### src/logic/resp_pkg.sv
/*
 * Response arbiter package
 * Command encoding, memory packet and FIFO flag structures, sizing constants
 */
`default_nettype none

package resp_pkg;

  // -------------------------------------------------------------------------
  // Sizing
  // -------------------------------------------------------------------------
  localparam int NUM_REQUESTORS   = 4;
  localparam int REQ_IDX_W        = $clog2(NUM_REQUESTORS);
  localparam int TAG_W            = 6;
  localparam int ADDR_W           = 32;
  localparam int DATA_W           = 32;
  localparam int FIFO_DEPTH       = 16;
  // prog_full rises at this occupancy
  localparam int FIFO_PROG_THRESH = 12;
  localparam int FIFO_PTR_W       = $clog2(FIFO_DEPTH);
  // One extra bit so a full FIFO is representable
  localparam int FIFO_CNT_W       = $clog2(FIFO_DEPTH + 1);

  // -------------------------------------------------------------------------
  // Packet types
  // -------------------------------------------------------------------------
  typedef enum logic [1:0] {
    CMD_MEM_READ     = 2'd0,
    CMD_MEM_WRITE    = 2'd1,
    CMD_MEM_RESPONSE = 2'd2,
    CMD_MEM_FLUSH    = 2'd3
  } mem_cmd_e;

  // 10 bits
  typedef struct packed {
    mem_cmd_e               cmd;
    logic [REQ_IDX_W-1:0]   src_id;
    logic [TAG_W-1:0]       tag;
  } memory_meta_t;

  // 74 bits
  typedef struct packed {
    memory_meta_t           meta;
    logic [ADDR_W-1:0]      addr;
    logic [DATA_W-1:0]      data;
  } memory_payload_t;

  typedef struct packed {
    logic                   valid;
    memory_payload_t        payload;
  } memory_packet_t;

  // -------------------------------------------------------------------------
  // FIFO control and flags
  // -------------------------------------------------------------------------
  typedef struct packed {
    logic rd_en;
  } fifo_ctrl_t;

  typedef struct packed {
    logic full;
    logic empty;
    logic valid;
    logic prog_full;
    logic setup_busy;
  } fifo_status_t;

endpackage

`default_nettype wire

### src/logic/response_arbiter_top.sv
/*
 * Response arbiter top
 * Merges four requestor response streams into one filtered, buffered stream
 */
`timescale 1ns/1ps
`default_nettype none

module response_arbiter_top (
  input  logic                                ap_clk,
  input  logic                                areset_control,
  input  resp_pkg::memory_packet_t            response_in [resp_pkg::NUM_REQUESTORS],
  input  logic [resp_pkg::NUM_REQUESTORS-1:0] arbiter_request,
  input  resp_pkg::fifo_ctrl_t                fifo_ctrl_in,
  output resp_pkg::fifo_status_t              fifo_status_out,
  output logic [resp_pkg::NUM_REQUESTORS-1:0] arbiter_grant,
  output resp_pkg::memory_packet_t            response_out,
  output logic                                fifo_setup
);

  // -------------------------------------------------------------------------
  // Internal buses
  // -------------------------------------------------------------------------
  // Ingress to arbiter
  resp_pkg::memory_packet_t            packets_reg [resp_pkg::NUM_REQUESTORS];
  logic [resp_pkg::NUM_REQUESTORS-1:0] request_reg;
  logic                                rd_en_reg;

  // Arbiter to FIFO
  resp_pkg::memory_packet_t            merged_packet;
  logic [resp_pkg::NUM_REQUESTORS-1:0] grant;

  // FIFO and egress
  resp_pkg::memory_payload_t           dout;
  resp_pkg::fifo_status_t              status;
  logic                                pop;

  // -------------------------------------------------------------------------
  // Pipeline
  // -------------------------------------------------------------------------
  response_ingress u_ingress (
    .ap_clk          (ap_clk),
    .areset_control  (areset_control),
    .response_in     (response_in),
    .arbiter_request (arbiter_request),
    .fifo_ctrl_in    (fifo_ctrl_in),
    .packets_reg     (packets_reg),
    .request_reg     (request_reg),
    .rd_en_reg       (rd_en_reg)
  );

  response_rr_arbiter u_arbiter (
    .ap_clk         (ap_clk),
    .areset_control (areset_control),
    .packets_reg    (packets_reg),
    .request_reg    (request_reg),
    .grant          (grant),
    .merged_packet  (merged_packet)
  );

  // Filter and buffer
  response_fifo u_fifo (
    .ap_clk         (ap_clk),
    .areset_control (areset_control),
    .merged_packet  (merged_packet),
    .pop            (pop),
    .dout           (dout),
    .status         (status)
  );

  response_egress u_egress (
    .ap_clk          (ap_clk),
    .areset_control  (areset_control),
    .rd_en_reg       (rd_en_reg),
    .dout            (dout),
    .status          (status),
    .grant           (grant),
    .pop             (pop),
    .response_out    (response_out),
    .fifo_status_out (fifo_status_out),
    .arbiter_grant   (arbiter_grant),
    .fifo_setup      (fifo_setup)
  );

endmodule

`default_nettype wire

### src/logic/response_egress.sv
/*
 * Response egress
 * Gates pops on not-empty and registers packet, flags, grant and setup level
 */
`timescale 1ns/1ps
`default_nettype none

module response_egress (
  input  logic                                ap_clk,
  input  logic                                areset_control,
  input  logic                                rd_en_reg,
  input  resp_pkg::memory_payload_t           dout,
  input  resp_pkg::fifo_status_t              status,
  input  logic [resp_pkg::NUM_REQUESTORS-1:0] grant,
  output logic                                pop,
  output resp_pkg::memory_packet_t            response_out,
  output resp_pkg::fifo_status_t              fifo_status_out,
  output logic [resp_pkg::NUM_REQUESTORS-1:0] arbiter_grant,
  output logic                                fifo_setup
);

  logic                      out_valid_q;
  resp_pkg::memory_payload_t out_payload_q;

  // The one place where empty guards a pop
  assign pop = rd_en_reg & ~status.empty;

  // -------------------------------------------------------------------------
  // Output registers
  // -------------------------------------------------------------------------
  always_ff @(posedge ap_clk) begin
    if (areset_control) begin
      out_valid_q     <= 1'b0;
      // Reads empty and busy while in reset
      fifo_status_out <= '{full: 1'b0, empty: 1'b1, valid: 1'b0,
                           prog_full: 1'b0, setup_busy: 1'b1};
      arbiter_grant   <= '0;
      fifo_setup      <= 1'b1;
    end else begin
      out_valid_q     <= status.valid;
      fifo_status_out <= status;
      arbiter_grant   <= grant;
      // Stays high one more cycle via the FIFO flag
      fifo_setup      <= status.setup_busy;
    end
  end

  // Payload follows dout with no reset
  always_ff @(posedge ap_clk) begin
    out_payload_q <= dout;
  end

  assign response_out.valid   = out_valid_q;
  assign response_out.payload = out_payload_q;

endmodule

`default_nettype wire

### src/logic/response_fifo.sv
/*
 * Response FIFO
 * Keeps only memory responses and buffers them in a small synchronous FIFO
 */
`timescale 1ns/1ps
`default_nettype none

module response_fifo (
  input  logic                      ap_clk,
  input  logic                      areset_control,
  input  resp_pkg::memory_packet_t  merged_packet,
  input  logic                      pop,
  output resp_pkg::memory_payload_t dout,
  output resp_pkg::fifo_status_t    status
);

  // Filter register
  logic                      in_valid_q;
  resp_pkg::memory_payload_t in_payload_q;
  logic                      push;

  // Storage and bookkeeping
  resp_pkg::memory_payload_t       mem [resp_pkg::FIFO_DEPTH];
  logic [resp_pkg::FIFO_PTR_W-1:0] wr_ptr;
  logic [resp_pkg::FIFO_PTR_W-1:0] rd_ptr;
  logic [resp_pkg::FIFO_CNT_W-1:0] count;
  logic                            full;
  logic                            rd_valid_q;
  logic                            setup_q;

  // -------------------------------------------------------------------------
  // Command filter
  // -------------------------------------------------------------------------
  always_ff @(posedge ap_clk) begin
    if (areset_control) begin
      in_valid_q <= 1'b0;
    end else begin
      in_valid_q <= merged_packet.valid;
    end
  end

  always_ff @(posedge ap_clk) begin
    in_payload_q <= merged_packet.payload;
  end

  // Writes into a full FIFO are dropped
  assign full = (count == resp_pkg::FIFO_DEPTH);
  assign push = in_valid_q && !full &&
                (in_payload_q.meta.cmd == resp_pkg::CMD_MEM_RESPONSE);

  // -------------------------------------------------------------------------
  // Storage, registered read
  // -------------------------------------------------------------------------
  always_ff @(posedge ap_clk) begin
    if (push) begin
      mem[wr_ptr] <= in_payload_q;
    end
    if (pop) begin
      dout <= mem[rd_ptr];
    end
  end

  // Power-of-two depth, pointers wrap on their own
  always_ff @(posedge ap_clk) begin
    if (areset_control) begin
      wr_ptr     <= '0;
      rd_ptr     <= '0;
      count      <= '0;
      rd_valid_q <= 1'b0;
      setup_q    <= 1'b1;
    end else begin
      if (push) wr_ptr <= wr_ptr + 1'b1;
      if (pop) rd_ptr <= rd_ptr + 1'b1;
      case ({push, pop})
        2'b10:   count <= count + 1'b1;
        2'b01:   count <= count - 1'b1;
        default: count <= count;
      endcase
      // dout valid one cycle after the pop
      rd_valid_q <= pop;
      setup_q    <= 1'b0;
    end
  end

  // Flags straight from the counters
  always_comb begin
    status.full       = full;
    status.empty      = (count == '0);
    status.valid      = rd_valid_q;
    status.prog_full  = (count >= resp_pkg::FIFO_PROG_THRESH);
    status.setup_busy = setup_q;
  end

endmodule

`default_nettype wire

### src/logic/response_ingress.sv
/*
 * Response ingress
 * Registers requestor packets, request levels and the consumer pop level
 */
`timescale 1ns/1ps
`default_nettype none

module response_ingress (
  input  logic                                ap_clk,
  input  logic                                areset_control,
  input  resp_pkg::memory_packet_t            response_in [resp_pkg::NUM_REQUESTORS],
  input  logic [resp_pkg::NUM_REQUESTORS-1:0] arbiter_request,
  input  resp_pkg::fifo_ctrl_t                fifo_ctrl_in,
  output resp_pkg::memory_packet_t            packets_reg [resp_pkg::NUM_REQUESTORS],
  output logic [resp_pkg::NUM_REQUESTORS-1:0] request_reg,
  output logic                                rd_en_reg
);

  // Valid bits and payloads kept apart
  logic [resp_pkg::NUM_REQUESTORS-1:0] valid_q;
  resp_pkg::memory_payload_t           payload_q [resp_pkg::NUM_REQUESTORS];

  // -------------------------------------------------------------------------
  // Control flops
  // -------------------------------------------------------------------------
  always_ff @(posedge ap_clk) begin
    if (areset_control) begin
      valid_q     <= '0;
      request_reg <= '0;
      rd_en_reg   <= 1'b0;
    end else begin
      for (int i = 0; i < resp_pkg::NUM_REQUESTORS; i++) begin
        valid_q[i] <= response_in[i].valid;
      end
      request_reg <= arbiter_request;
      // Consumer pop level, one cycle late
      rd_en_reg   <= fifo_ctrl_in.rd_en;
    end
  end

  // -------------------------------------------------------------------------
  // Payload flops
  // -------------------------------------------------------------------------
  always_ff @(posedge ap_clk) begin
    for (int i = 0; i < resp_pkg::NUM_REQUESTORS; i++) begin
      payload_q[i] <= response_in[i].payload;
    end
  end

  // Reassemble packets for the arbiter
  always_comb begin
    for (int i = 0; i < resp_pkg::NUM_REQUESTORS; i++) begin
      packets_reg[i].valid   = valid_q[i];
      packets_reg[i].payload = payload_q[i];
    end
  end

endmodule

`default_nettype wire

### src/logic/response_rr_arbiter.sv
/*
 * Round-robin response arbiter
 * One-hot grant from a rotating pointer, plus lowest-index merge of valid packets
 */
`timescale 1ns/1ps
`default_nettype none

module response_rr_arbiter (
  input  logic                                ap_clk,
  input  logic                                areset_control,
  input  resp_pkg::memory_packet_t            packets_reg [resp_pkg::NUM_REQUESTORS],
  input  logic [resp_pkg::NUM_REQUESTORS-1:0] request_reg,
  output logic [resp_pkg::NUM_REQUESTORS-1:0] grant,
  output resp_pkg::memory_packet_t            merged_packet
);

  // Rotating priority pointer
  logic [resp_pkg::REQ_IDX_W-1:0] ptr;
  logic [resp_pkg::REQ_IDX_W-1:0] idx;
  logic [resp_pkg::REQ_IDX_W-1:0] winner;
  logic                           found;

  // Merge path
  resp_pkg::memory_packet_t  merged_next;
  logic                      merged_valid_q;
  resp_pkg::memory_payload_t merged_payload_q;

  // -------------------------------------------------------------------------
  // Grant selection
  // -------------------------------------------------------------------------
  always_comb begin
    grant  = '0;
    winner = '0;
    found  = 1'b0;
    idx    = ptr;
    // Scan from the pointer upward, wrapping
    for (int off = 0; off < resp_pkg::NUM_REQUESTORS; off++) begin
      idx = ptr + off[resp_pkg::REQ_IDX_W-1:0];
      if (!found && request_reg[idx]) begin
        found  = 1'b1;
        winner = idx;
      end
    end
    if (found) begin
      grant[winner] = 1'b1;
    end
  end

  // Pointer moves one past the winner
  always_ff @(posedge ap_clk) begin
    if (areset_control) begin
      ptr <= '0;
    end else if (found) begin
      ptr <= winner + 1'b1;
    end
  end

  // -------------------------------------------------------------------------
  // Packet merge
  // -------------------------------------------------------------------------
  always_comb begin
    merged_next       = packets_reg[0];
    merged_next.valid = 1'b0;
    // Downward scan so the lowest valid index wins
    for (int i = resp_pkg::NUM_REQUESTORS - 1; i >= 0; i--) begin
      if (packets_reg[i].valid) begin
        merged_next = packets_reg[i];
      end
    end
  end

  always_ff @(posedge ap_clk) begin
    if (areset_control) begin
      merged_valid_q <= 1'b0;
    end else begin
      merged_valid_q <= merged_next.valid;
    end
  end

  always_ff @(posedge ap_clk) begin
    merged_payload_q <= merged_next.payload;
  end

  assign merged_packet.valid   = merged_valid_q;
  assign merged_packet.payload = merged_payload_q;

endmodule

`default_nettype wire

### config.mk
export PLATFORM = sky130hd
export DESIGN_NAME = response_arbiter_top
export DESIGN_NICKNAME = d
export VERILOG_FILES = /design/src/logic/resp_pkg.sv /design/src/logic/response_arbiter_top.sv /design/src/logic/response_egress.sv /design/src/logic/response_fifo.sv /design/src/logic/response_ingress.sv /design/src/logic/response_rr_arbiter.sv
export SDC_FILE = /design/constraint.sdc
export NUM_CORES = 1
export LEC_CHECK = 0
export BUFFER_PORTS_ARGS = -buffer_cell sky130_fd_sc_hd__buf_2
export CAP_MARGIN = 5
export CORE_MARGIN = 2
export CORE_UTILIZATION = 35
export CTS_BUF_LIST = sky130_fd_sc_hd__clkbuf_8
export CTS_CLUSTER_DIAMETER = 80
export CTS_CLUSTER_SIZE = 10
export DETAILED_ROUTE_END_ITERATION = 8
export PLACE_DENSITY_LB_ADDON = 0.1
export SYNTH_ARGS = -nofsm -noshare
export SYNTH_HDL_FRONTEND = slang
export SYNTH_SLANG_ARGS = --single-unit
export TNS_END_PERCENT = 10
### constraint.sdc
create_clock -name ap_clk -period 10.55 [get_ports ap_clk]
set_input_delay 1.5825 -clock ap_clk [delete_from_list [all_inputs] [get_ports ap_clk]]
set_output_delay 1.5825 -clock ap_clk [all_outputs]
set_load 0.005 [all_outputs]
# Word level (Yosys, flattened, before mapping)
# Memory sizes are Yosys's and may differ from the RTL's. A register that Yosys moved wholly into a read port is not among the register bits.
# Cells that the tools add are included.
[word_totals] ram_bits=1480 romBits=0 n_memories=2 ff_bits=259 latch_bits=0 elab_cells=95
[mem_list] memory="u_fifo.mem" depth=16 width=74 rd=1 rd_ports_with_merged_regs=1 wr=1 line_no="response_fifo.sv:23" text="resp_pkg::memory_payload_t mem [resp_pkg::FIFO_DEPTH];"
[mem_list] memory="u_ingress.payload_q" depth=4 width=74 rd=4 rd_ports_with_merged_regs=0 wr=4 line_no="response_ingress.sv:21" text="resp_pkg::memory_payload_t payload_q [resp_pkg::NUM_REQUESTORS];"
[op_classes] mul=0 n_div=0 n_mux=26 n_shift=0 magnitude_cmp=7 bitwise=3 n_addsub=8 eq_ne=4 n_reduce_logical=13
[op_table] op="75-bit 2-to-1 mux" count=4
[op_table] op="2-bit by 3-bit less-than comparator with 1-bit output, second input constant" count=5
[op_table] op="1-bit 2-to-1 mux" count=12
[op_table] op="5-bit one-hot mux with 2 select lines" count=1
[op_table] op="4-bit by 1-bit adder with 4-bit output, second input constant" count=2
[op_table] op="1-bit binary-select mux with 2-bit select" count=4
[op_table] op="2-bit 2-to-1 mux" count=4
[op_table] op="1-bit logical AND" count=6
[op_table] op="5-bit by 1-bit adder with 5-bit output, second input constant" count=1
[op_table] op="5-bit equality test, second input constant" count=1
[op_table] op="5-bit by 4-bit >= comparator with 1-bit output, second input constant" count=1
[op_table] op="5-bit logical NOT" count=1
[op_table] op="5-bit by 1-bit subtractor with 5-bit output, second input constant" count=1
[op_table] op="2-bit by 1-bit adder with 2-bit output, second input constant" count=2
[op_table] op="2-bit adder, second input constant" count=2
[op_table] op="2-bit equality test, second input constant" count=2
[op_table] op="1-bit logical NOT" count=4
[op_table] op="1-bit demux with 2-bit select" count=1
[op_table] op="2-bit by 1-bit equality test with 1-bit output, second input constant" count=1
[op_table] op="2-bit by 1-bit >= comparator with 1-bit output, second input constant" count=1
[op_table] op="1-bit NOT" count=2
[op_table] op="2-bit nonzero test" count=1
[op_table] op="2-bit OR reduction" count=1
[op_table] op="1-bit bitwise AND" count=1

# Longest topological paths before layout
# Gate-level depths: netlist of run 1.
[depth] word_depth=16 ltp_mapped=10

# Modules after synthesis
# Synthesis of run 1 repeated with hierarchy kept, for this count alone.
[hier_totals] cells_unflattened=2947 hier_area_um2=61245.0
[by_module_without_submodules] module="response_fifo" seq_area_each_um2=39578.0 area_per_inst_um2=48908.2 n_inst=1 cells_each=2083
[by_module_without_submodules] module="response_ingress" seq_area_each_um2=6105.9 area_per_inst_um2=6162.2 n_inst=1 cells_each=314
[by_module_without_submodules] module="response_rr_arbiter" seq_area_each_um2=1541.5 area_per_inst_um2=4428.0 n_inst=1 cells_each=454
[by_module_without_submodules] module="response_egress" seq_area_each_um2=1661.6 area_per_inst_um2=1746.7 n_inst=1 cells_each=96

# Worst setup path before layout of run 1
# OpenSTA, ideal clock, no wires.
[synth_path] path_type="register to register" start="register u_fifo.in_payload_q[73] (netlist name)" end="memory u_fifo.mem[1][0] (netlist name) (enable)" arrival_time_ns=6.221 synth_period_minus_slack_ns=6.818 path_slack_ns=3.732 required_ns=9.953 path_stages_with_launch=5 path_buffers=0 cell_sequence="dfxtp_1 -> nand3b_1 -> a21oi_1 -> nand2_1 -> nor3_1"
[synth_between] elab_chain_cells=4
[synth_lines] item="start: declaration" line_no="response_fifo.sv:19" text="resp_pkg::memory_payload_t in_payload_q;"
[synth_lines] item="start signal: assignment" line_no="response_fifo.sv:43" text="in_payload_q <= merged_packet.payload;"
[synth_lines] item="2-bit equality test" line_no="response_fifo.sv:49" text="(in_payload_q.meta.cmd == resp_pkg::CMD_MEM_RESPONSE);"
[synth_lines] item="1-bit logical AND" line_no="response_fifo.sv:48" text="assign push = in_valid_q && !full &&"
[synth_lines] item="1-bit 2-to-1 mux" line_no="response_fifo.sv:55" text="if (push) begin"
[synth_lines] item="1-bit 2-to-1 mux (implied by the code)" line_no="response_fifo.sv:56" text="mem[wr_ptr] <= in_payload_q;"
[synth_lines] item="end: declaration" line_no="response_fifo.sv:23"
# No other way between the ends.

==> metrics.md, run 1 <==
| Metric | Value |
|---|---|
| First-pass DRT Iterations | `5` |
| Boundary Pins | `approximately 390` |
| Critical Path Fanout Max | `between 90 and 100` |
| CTS Buffer Depth | `3` |
| CP top delay family | `buffers and inverters` |
| Setup CP Type | `reg -> reg` |
| Cell Area, Placed | `~66000 sq um` |
| Max_slew headroom | `0.282` |
| Maximum vdd drop | `0.000132 V` |
| Vias in the first global route | `32177` |
| Synthesis-to-finish area growth | `13.4%` |
| RSZ-0062 raised after global routing | `no` |
| Outcome | `finished clean` |
| CTS resizes | `0` |
| Avg Cell Area, Syn | `20.2 sq um` |
| GR peak layer | `met2` |
| Wire length per cell | `26.0 um` |
| Biggest regs | `u_fifo.mem x1184, u_ingress.payload_q x296` |
| Worst setup EP type | `flip-flop` |
| Detailed Route Iter0 Violations | `2416` |
| Top reg by flops | `u_fifo.mem` |
| Total Wirelength | `156000 um` |
| CTS tree | `yes` |
| Period Utilization, post-route | `0.369` |
| Syn nets | `roughly 3400` |
| Pin count of the biggest net entering global routing | `99` |
| Max reg flops | `between 1000 and 1500` |
| Crit path cell chain | `buf_12 > buf_4 > mux4_2 > a22oi_1 > nand2_1` |
| Die height | `~420 um` |
| Synth async-reset ratio | `0` |
| Number of port buffers | `391` |
| Nets | `3843` |
| Die area | `178000 sq um` |
| Initial antenna violation count | `13` |
| PwrDens | `~180 nW/um^2` |
| Initial Util | `0.352` |
| Clock latency on the worst-skew pair | `roughly 960 ps` |
| Crit path largest cell delay | `between 900 and 1000 ps` |
| Achievable Freq | `around 0.26 GHz` |
| Grt met3 use | `0.0341` |
| Global-route wire length before repair | `226000 um` |
| CTS Hold Bufs | `0` |
| Tmin final | `3890 ps` |
| # setup viols final | `0` |
| Synth Register Bits | `1813` |
| Clock sinks | `1813` |
| Grt total ovfl | `0` |
| Routed vias | `around 29000` |
| Post-DP HPWL | `about 84000 um` |
| Antenna viol nets, final | `0` |
| Seq/Total Area, Yosys | `0.799` |
| Share of cells above drive strength 1 | `0.269` |
| Core Area | `approximately 170000 sq um` |
| Final-report max-slew violation count | `0` |
| Worst Path Required | `11230 ps` |
| Hold Path Class | `reg -> reg` |
| Post-synth cell types | `44` |
| Setup TNS Final | `0 ps` |
| Post-Syn Instances | `3036` |
| Clock buffer count from CTS | `201` |
| Drt drc | `0` |
| Root buf cell | `clkbuf_8` |
| Total power | `0.0126 W` |
| Hold violation total from the final report | `0` |
| Max Cap Viol | `0` |
| Total of warnings raised by yosys | `0` |
| Crit path buf inv count | `2` |
| Worst setup SP type | `flip-flop` |
| Lkg Pwr | `23.5 nW` |
| Vias per cell | `4.90` |
| Die Width | `between 400 and 500 um` |
| Post-route cell area | `~70000 sq um` |
| WP data arrival | `4570 ps` |
| Clock Skew | `56.0 ps` |
| M2 GR Usage | `0.282` |
| Most used DFF post-synth | `edfxtp_1` |
| Post-synth EDFFs | `1258` |
| Std cell rows | `153` |
| Final GP Congestion | `between 0.7 and 0.8` |
| H-tree lvl count | `4` |
| CTS clk-pin slew, worst paths | `70 ps` |
| Netlist Area Pre-Place | `between 60000 and 70000 sq um` |
| Post-synth top area share | `0.617` |
| Top cells by area, synth | `edfxtp_1, dfxtp_1, mux4_2` |
| Slew @ Worst Pin | `1080 ps` |
| Slowest stage cell, crit path | `dfxtp_4` |
| Gr usage total | `0.175` |
| Area leader, netlist | `edfxtp_1` |
| Setup Fix Bufs, Post-CTS | `0` |
| Met1 usage | `0.242` |
## per-layer routing
layer,part of all wire,up-vias,routed length (um)
li1,-,12931,-
met1,0.45,15455,70500
met2,0.48,808,74600
met3,0.050,227,7790
met4,0.022,8,3370
met5,0.00033,-,52
## final timing paths
path,slack [ps],endpoint,start,depth (start not counted)
worst min register to register,320,u_fifo.in_payload_q[42],u_arbiter.merged_packet[42],0
worst max-delay path,6660,u_fifo.dout[27],u_fifo.rd_ptr[0],5
worst min-delay path,320,u_fifo.in_payload_q[42],u_arbiter.merged_packet[42],0
worst max register to register,6660,u_fifo.dout[27],u_fifo.rd_ptr[0],5
## Yosys cell counts, types with 2 or more instances
| cell | number |
|---|---|
| and2_1 | 5 |
| nand2_1 | 204 |
| a211o_1 | 2 |
| clkbuf_1 | 77 |
| a22o_1 | 23 |
| nand3_1 | 2 |
| mux4_2 | 296 |
| buf_2 | 35 |
| nor2b_1 | 16 |
| buf_4 | 11 |
| buf_1 | 17 |
| nor4_1 | 2 |
| nor2_1 | 39 |
| nor3_1 | 6 |
| nand2b_1 | 6 |
| inv_1 | 13 |
| dfxtp_1 | 555 |
| xnor2_1 | 2 |
| a21o_1 | 3 |
| a21oi_1 | 9 |
| o21ai_0 | 14 |
| mux2i_1 | 106 |
| ha_1 | 13 |
| a22oi_1 | 171 |
| o21ai_1 | 111 |
| edfxtp_1 | 1258 |
| xor2_1 | 6 |
| buf_6 | 18 |
## layout by cell type (no fill, tap or decap), types with 6 or more instances in the layout
master | Yosys | final
ha_1 | 13 | 13
o21ai_0 | 14 | 14
mux4_2 | 296 | 296
a22oi_1 | 171 | 171
dfxtp_1 | 555 | 549
buf_12 | 0 | 9
nor2_4 | 0 | 13
dfxtp_4 | 0 | 6
buf_2 | 35 | 391
buf_4 | 11 | 41
o21ai_1 | 111 | 111
inv_1 | 13 | 149
edfxtp_1 | 1258 | 1258
clkinvlp_4 | 0 | 6
nand2b_1 | 6 | 6
a22o_1 | 23 | 23
nor2_1 | 39 | 26
a21oi_1 | 9 | 9
xor2_1 | 6 | 6
nor2b_1 | 16 | 13
clkbuf_8 | 0 | 204
nand2_1 | 204 | 204
mux2i_1 | 106 | 106
## report_power, final
group	switching [W]	internal, W
Clock	0.00245	0.00182
Combinational	0.000171	0.000147
Sequential	0.000209	0.00784
## area by class of cell
class | instances | area, sq um
antenna | 3 | 7.51
clock buffer | 204 | 2810
clock inverter | 155 | 697
fill | 15756 | 104000
inverter | 14 | 55.1
multi-input combinational | 1051 | 11600
sequential | 1813 | 48900
tap | 2325 | 2910
timing repair buffer | 441 | 2440
## stage by stage
| stage | setup WS (ps) | std cells | hold WS, ps | utilization |
|---|---|---|---|---|
| finish | 6660 | 6006 | 317 | 0.399 |
| global route | 6190 | 6004 | 319 | 0.399 |
| CTS | 6500 | 6003 | 331 | 0.399 |
| detailed placement | 6520 | 5644 | 312 | 0.379 |
| global placement | 6490 | 5644 | 314 | 0.379 |
| floorplan | 3730 | 3036 | 310 | - |
## cells by family (layout without fill, tap and decap cells)
| logic type | Yosys count | after routing | share of synthesized area |
|---|---|---|---|
| buffers and inverters | 172 | 814 | 0.0142 |
| muxes | 403 | 403 | 0.126 |
| xor gates and xnor gates | 8 | 8 | 0.00115 |
| DFF | 1813 | 1813 | 0.799 |
| adders and majority gates | 14 | 14 | 0.00299 |
| AOI/OAI and AO/OA | 339 | 339 | 0.0367 |
| and+or+nand+nor | 287 | 287 | 0.0195 |
| other | 0 | 3 | 0 |
Power figures use the tool's default switching activity.
==> run 2, diff against run 1 <==
clock period = 3.55 ns   (was 10.55 ns; I/O delays follow)
==> metrics.md, run 2 (synthesized netlist as in run 1, its figures left out) <==
| Metric | Value |
|---|---|
| # setup viols final | `0 (unchanged)` |
| Std cell rows | `153 (unchanged)` |
| Wire length per cell | `25.2 um (-3.1%)` |
| Vias in the first global route | `33576 (+4.3%)` |
| Setup CP Type | `reg -> reg` |
| Total Wirelength | `160000 um (+2.5%)` |
| Reg-to-reg endpoint | `u_fifo.mem[1][40]` |
| Period Utilization, post-route | `0.840 (+0.472)` |
| CTS clk-pin slew, worst paths | `70 ps (about the same)` |
| Die height | `422 um (unchanged)` |
| Biggest regs | `u_fifo.mem x1184, u_ingress.payload_q x296` |
| Worst setup SP type | `flip-flop` |
| Vias per cell | `4.87 (-0.53%)` |
| Initial antenna violation count | `10 (-3)` |
| Post-route cell area | `73200 sq um (+5.5%)` |
| Final GP Congestion | `0.765 (+3.2%)` |
| Die Width | `422 um (unchanged)` |
| WP data arrival | `3600 ps (-970 ps)` |
| Core Area | `174000 sq um (unchanged)` |
| Die area | `178000 sq um (unchanged)` |
| Global-route wire length before repair | `231000 um (+2.3%)` |
| Maximum vdd drop | `0.000402 V (+200%)` |
| Antenna viol nets, final | `0 (unchanged)` |
| FF-to-FF Start | `u_fifo.in_payload_q[73]` |
| Setup crit end | `u_fifo.mem[1][40]` |
| Root buf cell | `clkbuf_8` |
| Initial Util | `0.352 (unchanged)` |
| Max_slew headroom | `0.369 (+0.0875)` |
| Flop-to-flop setup slack | `570 ps (-6090 ps)` |
| Clock buffer count from CTS | `201 (unchanged)` |
| First-pass DRT Iterations | `5 (unchanged)` |
| Lkg Pwr | `25.1 nW (+6.7%)` |
| Post-DP HPWL | `89700 um (+7.3%)` |
| Crit path from | `u_fifo.in_payload_q[73]` |
| Grt total ovfl | `0 (unchanged)` |
| Tmin final | `2980 ps (-906 ps)` |
| CTS Buffer Depth | `3 (unchanged)` |
| Commonest non-fill, non-tap cell in the layout | `edfxtp_1` |
| Final-report max-slew violation count | `0 (unchanged)` |
| Hold Path Class | `in -> reg` |
| Hold violation total from the final report | `0 (unchanged)` |
| Top reg by flops | `u_fifo.mem` |
| Nets | `4191 (+9.1%)` |
| Worst R2R Path Depth | `6 (+1)` |
| RSZ-0062 raised after global routing | `no` |
| Synthesis-to-finish area growth | `19.7%` |
| Achievable Freq | `0.335 GHz (+30%)` |
| Most frequent cells in the layout | `edfxtp_1, dfxtp_1, buf_2, dlygate4sd3_1, mux4_2` |
| H-tree lvl count | `4 (unchanged)` |
| Max Cap Viol | `0 (unchanged)` |
| Dpl cells | `5687 (+0.76%)` |
| Setup Fix Bufs, Post-CTS | `0 (unchanged)` |
| Layout Cells excl Fill | `6350 (+5.7%)` |
| Cell Area, Placed | `66700 sq um (+1.2%)` |
| Clock sinks | `1813 (unchanged)` |
| Clock Skew | `50.8 ps (-5.27 ps)` |
| Worst Path Required | `4170 ps (-7060 ps)` |
| Boundary Pins | `392 (unchanged)` |
| Pin count of the biggest net entering global routing | `103 (+4.0%)` |
| Max reg flops | `1184 (unchanged)` |
| Share of cells above drive strength 1 | `0.257 (-0.0126)` |
| Routed vias | `30950 (+5.2%)` |
| CTS tree | `yes` |
| Slew @ Worst Pin | `940 ps (-137 ps)` |
| Detailed Route Iter0 Violations | `2630 (+8.9%)` |
| Outcome | `finished clean` |
| Clock latency on the worst-skew pair | `950 ps (about the same)` |
| Drt drc | `0 (unchanged)` |
| Critical Path Fanout Max | `17 (-83%)` |
| Worst hold margin | `133 ps (-184 ps)` |
| Gr usage total | `0.179 (+0.00413)` |
| PwrDens | `517 nW/um^2 (+180%)` |
| Setup ws final | `567 ps (-6090 ps)` |
| Pre-CTS setup slack | `601 ps (-5920 ps)` |
| Setup TNS Final | `0 ps (unchanged)` |
| Number of port buffers | `391 (unchanged)` |
| Worst setup EP type | `flip-flop` |
-- run 2: final cells by class --
cell class	count	area, sq um
diodes	2	5.00
flip-flops and latches	1813	48900
repair buffers	789	6250
clock inverters	153	693
fillers	15385	101000
inverters	14	55.1
multi-input cells	1051	11600
clock buffers	203	2790
well taps	2325	2910
-- run 2: per-stage QoR --
| step | util | power [W] |
|---|---|---|
| 2_1_floorplan | - | 0.0246 |
| 3_3_place_gp | 0.383 | 0.0254 |
| 3_5_place_dp | 0.383 | 0.0254 |
| 4_1_cts | 0.421 | 0.0385 |
| 5_1_grt | 0.421 | 0.0394 |
| 6_report | 0.421 | 0.0379 |
-- run 2: critical path: stages, from the launching register on --
cell and delay [ps]:
dfxtp_1 740, nand3b_1 250, a21oi_1 190, buf_4 180, nand2_1 250, nor3_4 680, buf_4 370
-- run 2: repair_timing --
item                       in CTS  in global routing
hold endpoints to repair      305                  0
setup endpoints to repair       0                  0
hold buffers                  305                  0
resized for setup               0                  0
-- run 2: worst min-delay path by stage --
stage / start / to / slack (ps) / cells past startpoint
after floorplan: u_arbiter.merged_packet[0] / u_fifo.in_payload_q[0] / 310 / 0
after global placement: u_arbiter.merged_packet[35] / u_fifo.in_payload_q[35] / 310 / 0
after detailed placement: u_arbiter.merged_packet[30] / u_fifo.in_payload_q[30] / 310 / 0
after CTS: areset_control / u_fifo.setup_q / 8 / 1
after global routing: areset_control / u_fifo.setup_q / 60 / 1
final: areset_control / u_fifo.setup_q / 130 / 1
-- run 2: report_power, final --
part	internal, W	switching (W)	total, W
combinational	0.000678	0.000585	0.00126
clock	0.00540	0.00727	0.0127
sequential	0.0233	0.000619	0.0239
total	0.0294	0.00848	0.0379
-- run 2: metal layers --
layer | GRT usage | up-vias | wire length [um]
met5 | 0 | - | 27
met4 | 0.0468 | 4 | 3000
li1 | - | 13642 | -
met1 | 0.246 | 16166 | 71700
met2 | 0.292 | 925 | 76600
met3 | 0.0360 | 213 | 8850
==> run 3, diff against run 2 <==
clock period = 2.65 ns   (was 3.55 ns; I/O delays follow)
==> metrics.md, run 3 (synthesized netlist as in run 1, its figures left out) <==
| Metric | Value |
|---|---|
| Grt total ovfl | `0 (unchanged)` |
| Tmin final | `2650 ps (-330 ps)` |
| Hold Path Class | `in -> reg` |
| Gr usage total | `0.182 (+0.00244)` |
| Most frequent cells in the layout | `edfxtp_1, dlygate4sd3_1, dfxtp_1, buf_2, mux4_2` |
| # setup viols final | `1 (+1)` |
| Met1 Wirelength | `70300 um (-1.9%)` |
| Clock sinks | `1813 (unchanged)` |
| Vias per cell | `4.81 (-1.3%)` |
| Max Cap Viol | `0 (unchanged)` |
| CTS Buffer Depth | `3 (unchanged)` |
| Clock latency on the worst-skew pair | `940 ps (about the same)` |
| Critical Path Fanout Max | `5 (-12)` |
| Clock Skew | `38.4 ps (-12.4 ps)` |
| Synthesis-to-finish area growth | `25.6%` |
| Post-route cell area | `76800 sq um (+5.0%)` |
| Cell Area, Placed | `67400 sq um (+1.1%)` |
| Antenna viol nets, final | `0 (unchanged)` |
| Setup TNS Final | `-2.95 ps (-2.95 ps)` |
| Worst Path Required | `3480 ps (-690 ps)` |
| Setup CP Type | `reg -> reg` |
| CTS clk-pin slew, worst paths | `90 ps (+20 ps)` |
| Achievable Freq | `0.377 GHz (+12%)` |
| Pin count of the biggest net entering global routing | `104 (+0.97%)` |
| Total power | `0.0511 W (+35%)` |
| Total Wirelength | `162000 um (+1.1%)` |
| Layout Cells excl Fill | `6683 (+5.2%)` |
| Initial antenna violation count | `15 (+5)` |
| Hold path cells | `2 (+1)` |
| Hold violation total from the final report | `0 (unchanged)` |
| Lkg Pwr | `26.6 nW (+6.1%)` |
| Vias in the first global route | `35660 (+6.2%)` |
| Share of cells above drive strength 1 | `0.249 (-0.00767)` |
| Top reg by flops | `u_fifo.mem` |
| Wire length on met2 | `80300 um (+4.7%)` |
| Post-DP HPWL | `92700 um (+3.3%)` |
| Std cell rows | `153 (unchanged)` |
| Flop-to-flop setup slack | `-3 ps (-570 ps)` |
| Hold_sp | `response_in[227]` |
| Reg-to-reg endpoint | `u_fifo.count[4]` |
| Routed vias | `32155 (+3.9%)` |
| Maximum vdd drop | `0.000508 V (+26%)` |
| FF-to-FF Start | `u_fifo.count[1]` |
| Number of port buffers | `391 (unchanged)` |
| Storage cell area | `48900 sq um (about the same)` |
| Dpl cells | `5727 (+0.70%)` |
| H-tree lvl count | `4 (unchanged)` |
| Boundary Pins | `392 (unchanged)` |
| Core Area | `174000 sq um (unchanged)` |
| First-pass DRT Iterations | `7 (+2)` |
| Drt drc | `0 (unchanged)` |
| Worst R2R Path Depth | `9 (+3)` |
| Initial Util | `0.352 (unchanged)` |
| Die area | `178000 sq um (unchanged)` |
| Fill count | `15076 (-2.0%)` |
| Biggest regs | `u_fifo.mem x1184, u_ingress.payload_q x296` |
| Slew @ Worst Pin | `848 ps (-91.6 ps)` |
| Period Utilization, post-route | `1.00 (+0.161)` |
| Wire length per cell | `24.2 um (-3.9%)` |
| Worst setup EP type | `flip-flop` |
| PwrDens | `665 nW/um^2 (+29%)` |
| Worst setup SP type | `flip-flop` |
| Commonest non-fill, non-tap cell in the layout | `edfxtp_1` |
| WP data arrival | `3490 ps (-110 ps)` |
| Die height | `422 um (unchanged)` |
| Die Width | `422 um (unchanged)` |
| Endpoint, Worst Hold | `u_ingress.payload_q[0][2]` |
| Outcome | `complete, but fails checks` |
| Root buf cell | `clkbuf_8` |
| CTS tree | `yes` |
| Nets | `4517 (+7.8%)` |
| Detailed Route Iter0 Violations | `2406 (-8.5%)` |
| Violated checks | `setup timing` |
| Area occupied by multi-input gates | `11700 sq um (+0.72%)` |
| Final-report max-slew violation count | `0 (unchanged)` |
| Max_slew headroom | `0.435 (+0.0653)` |
| Met3 WL | `7050 um (-20%)` |
| Final GP Congestion | `0.761 (-0.47%)` |
| Global-route wire length before repair | `237000 um (+2.5%)` |
| Clock buffer count from CTS | `200 (-0.50%)` |
| Max reg flops | `1184 (unchanged)` |
| Setup ws final | `-2.95 ps (-570 ps)` |
| Top layer reached by signal wires | `met5` |
| RSZ-0062 raised after global routing | `yes` |
-- run 3: changes by cell type in the layout (fill, tap and decap cells not counted), moves of 4 or more --
cell           previous run  this run
buf_4                    50        62
inv_1                   148       152
buf_12                   43        73
dlygate4sd3_1           305       590
diode_2                   2         6
-- run 3: per-layer routing --
layer / track usage / vias to the layer above
met3: 0.0290 / 263
li1: - / 14300
met4: 0.0579 / 2
met1: 0.240 / 16739
met2: 0.307 / 851
met5: 0 / -
-- run 3: worst max-delay path, stage by stage (launching register included) --
cell	delay, ps
dfxtp_4	370
or4_4	570
o21ai_4	200
clkinvlp_4	140
ha_4	210
ha_4	280
nand2b_4	60
a21oi_4	160
mux2i_1	230
mux2_1	330
-- run 3: worst max-delay path by stage --
stage	depth (start not counted)	endpoint	slack, ps	from
final	9	u_fifo.count[4]	-3	u_fifo.count[1]
after global routing	10	u_fifo.count[4]	-100	u_fifo.count[1]
after CTS	9	u_fifo.count[3]	10	u_fifo.count[1]
after detailed placement	9	u_fifo.count[4]	-70	u_fifo.count[1]
after global placement	9	u_fifo.count[4]	-30	u_fifo.count[1]
after floorplan	9	u_fifo.count[4]	-1070	u_fifo.count[3]
-- run 3: per-stage QoR --
stage	utilization	hold WS, ps	worst slack, ps
2_1_floorplan	-	310	-1070
3_3_place_gp	0.388	318	-26.6
3_5_place_dp	0.388	312	-68.3
4_1_cts	0.442	0.205	13.4
5_1_grt	0.442	33.0	-96.8
6_report	0.442	118	-2.95
-- run 3: final cells by class --
| type | count | area share |
|---|---|---|
| repair buffers | 1116 | 0.127 |
| clock buffers | 202 | 0.0362 |
| multi-input cells | 1051 | 0.152 |
| clock inverters | 156 | 0.00907 |
| inverters | 14 | 0.000733 |
| well taps | 2325 | 0.0379 |
| flip-flops and latches | 1813 | 0.637 |
| diodes | 6 | 0.000195 |
-- run 3: timing repair --
action / in CTS / in global routing
pin swaps: 2 / 7
endpoints found under the setup margin: 2 / 2
cloned: 0 / 0
buffers inserted: 1 / 1
hold endpoints to repair: 324 / 0
gates resized for setup: 4 / 8
hold buffers: 590 / 0
-- run 3: where the power goes --
part	switching, W	leakage (nW)	internal (W)
registers	0.000853	16.0	0.0312
clock network	0.00976	2.26	0.00720
logic	0.000852	8.29	0.00121
total	0.0115	26.6	0.0396
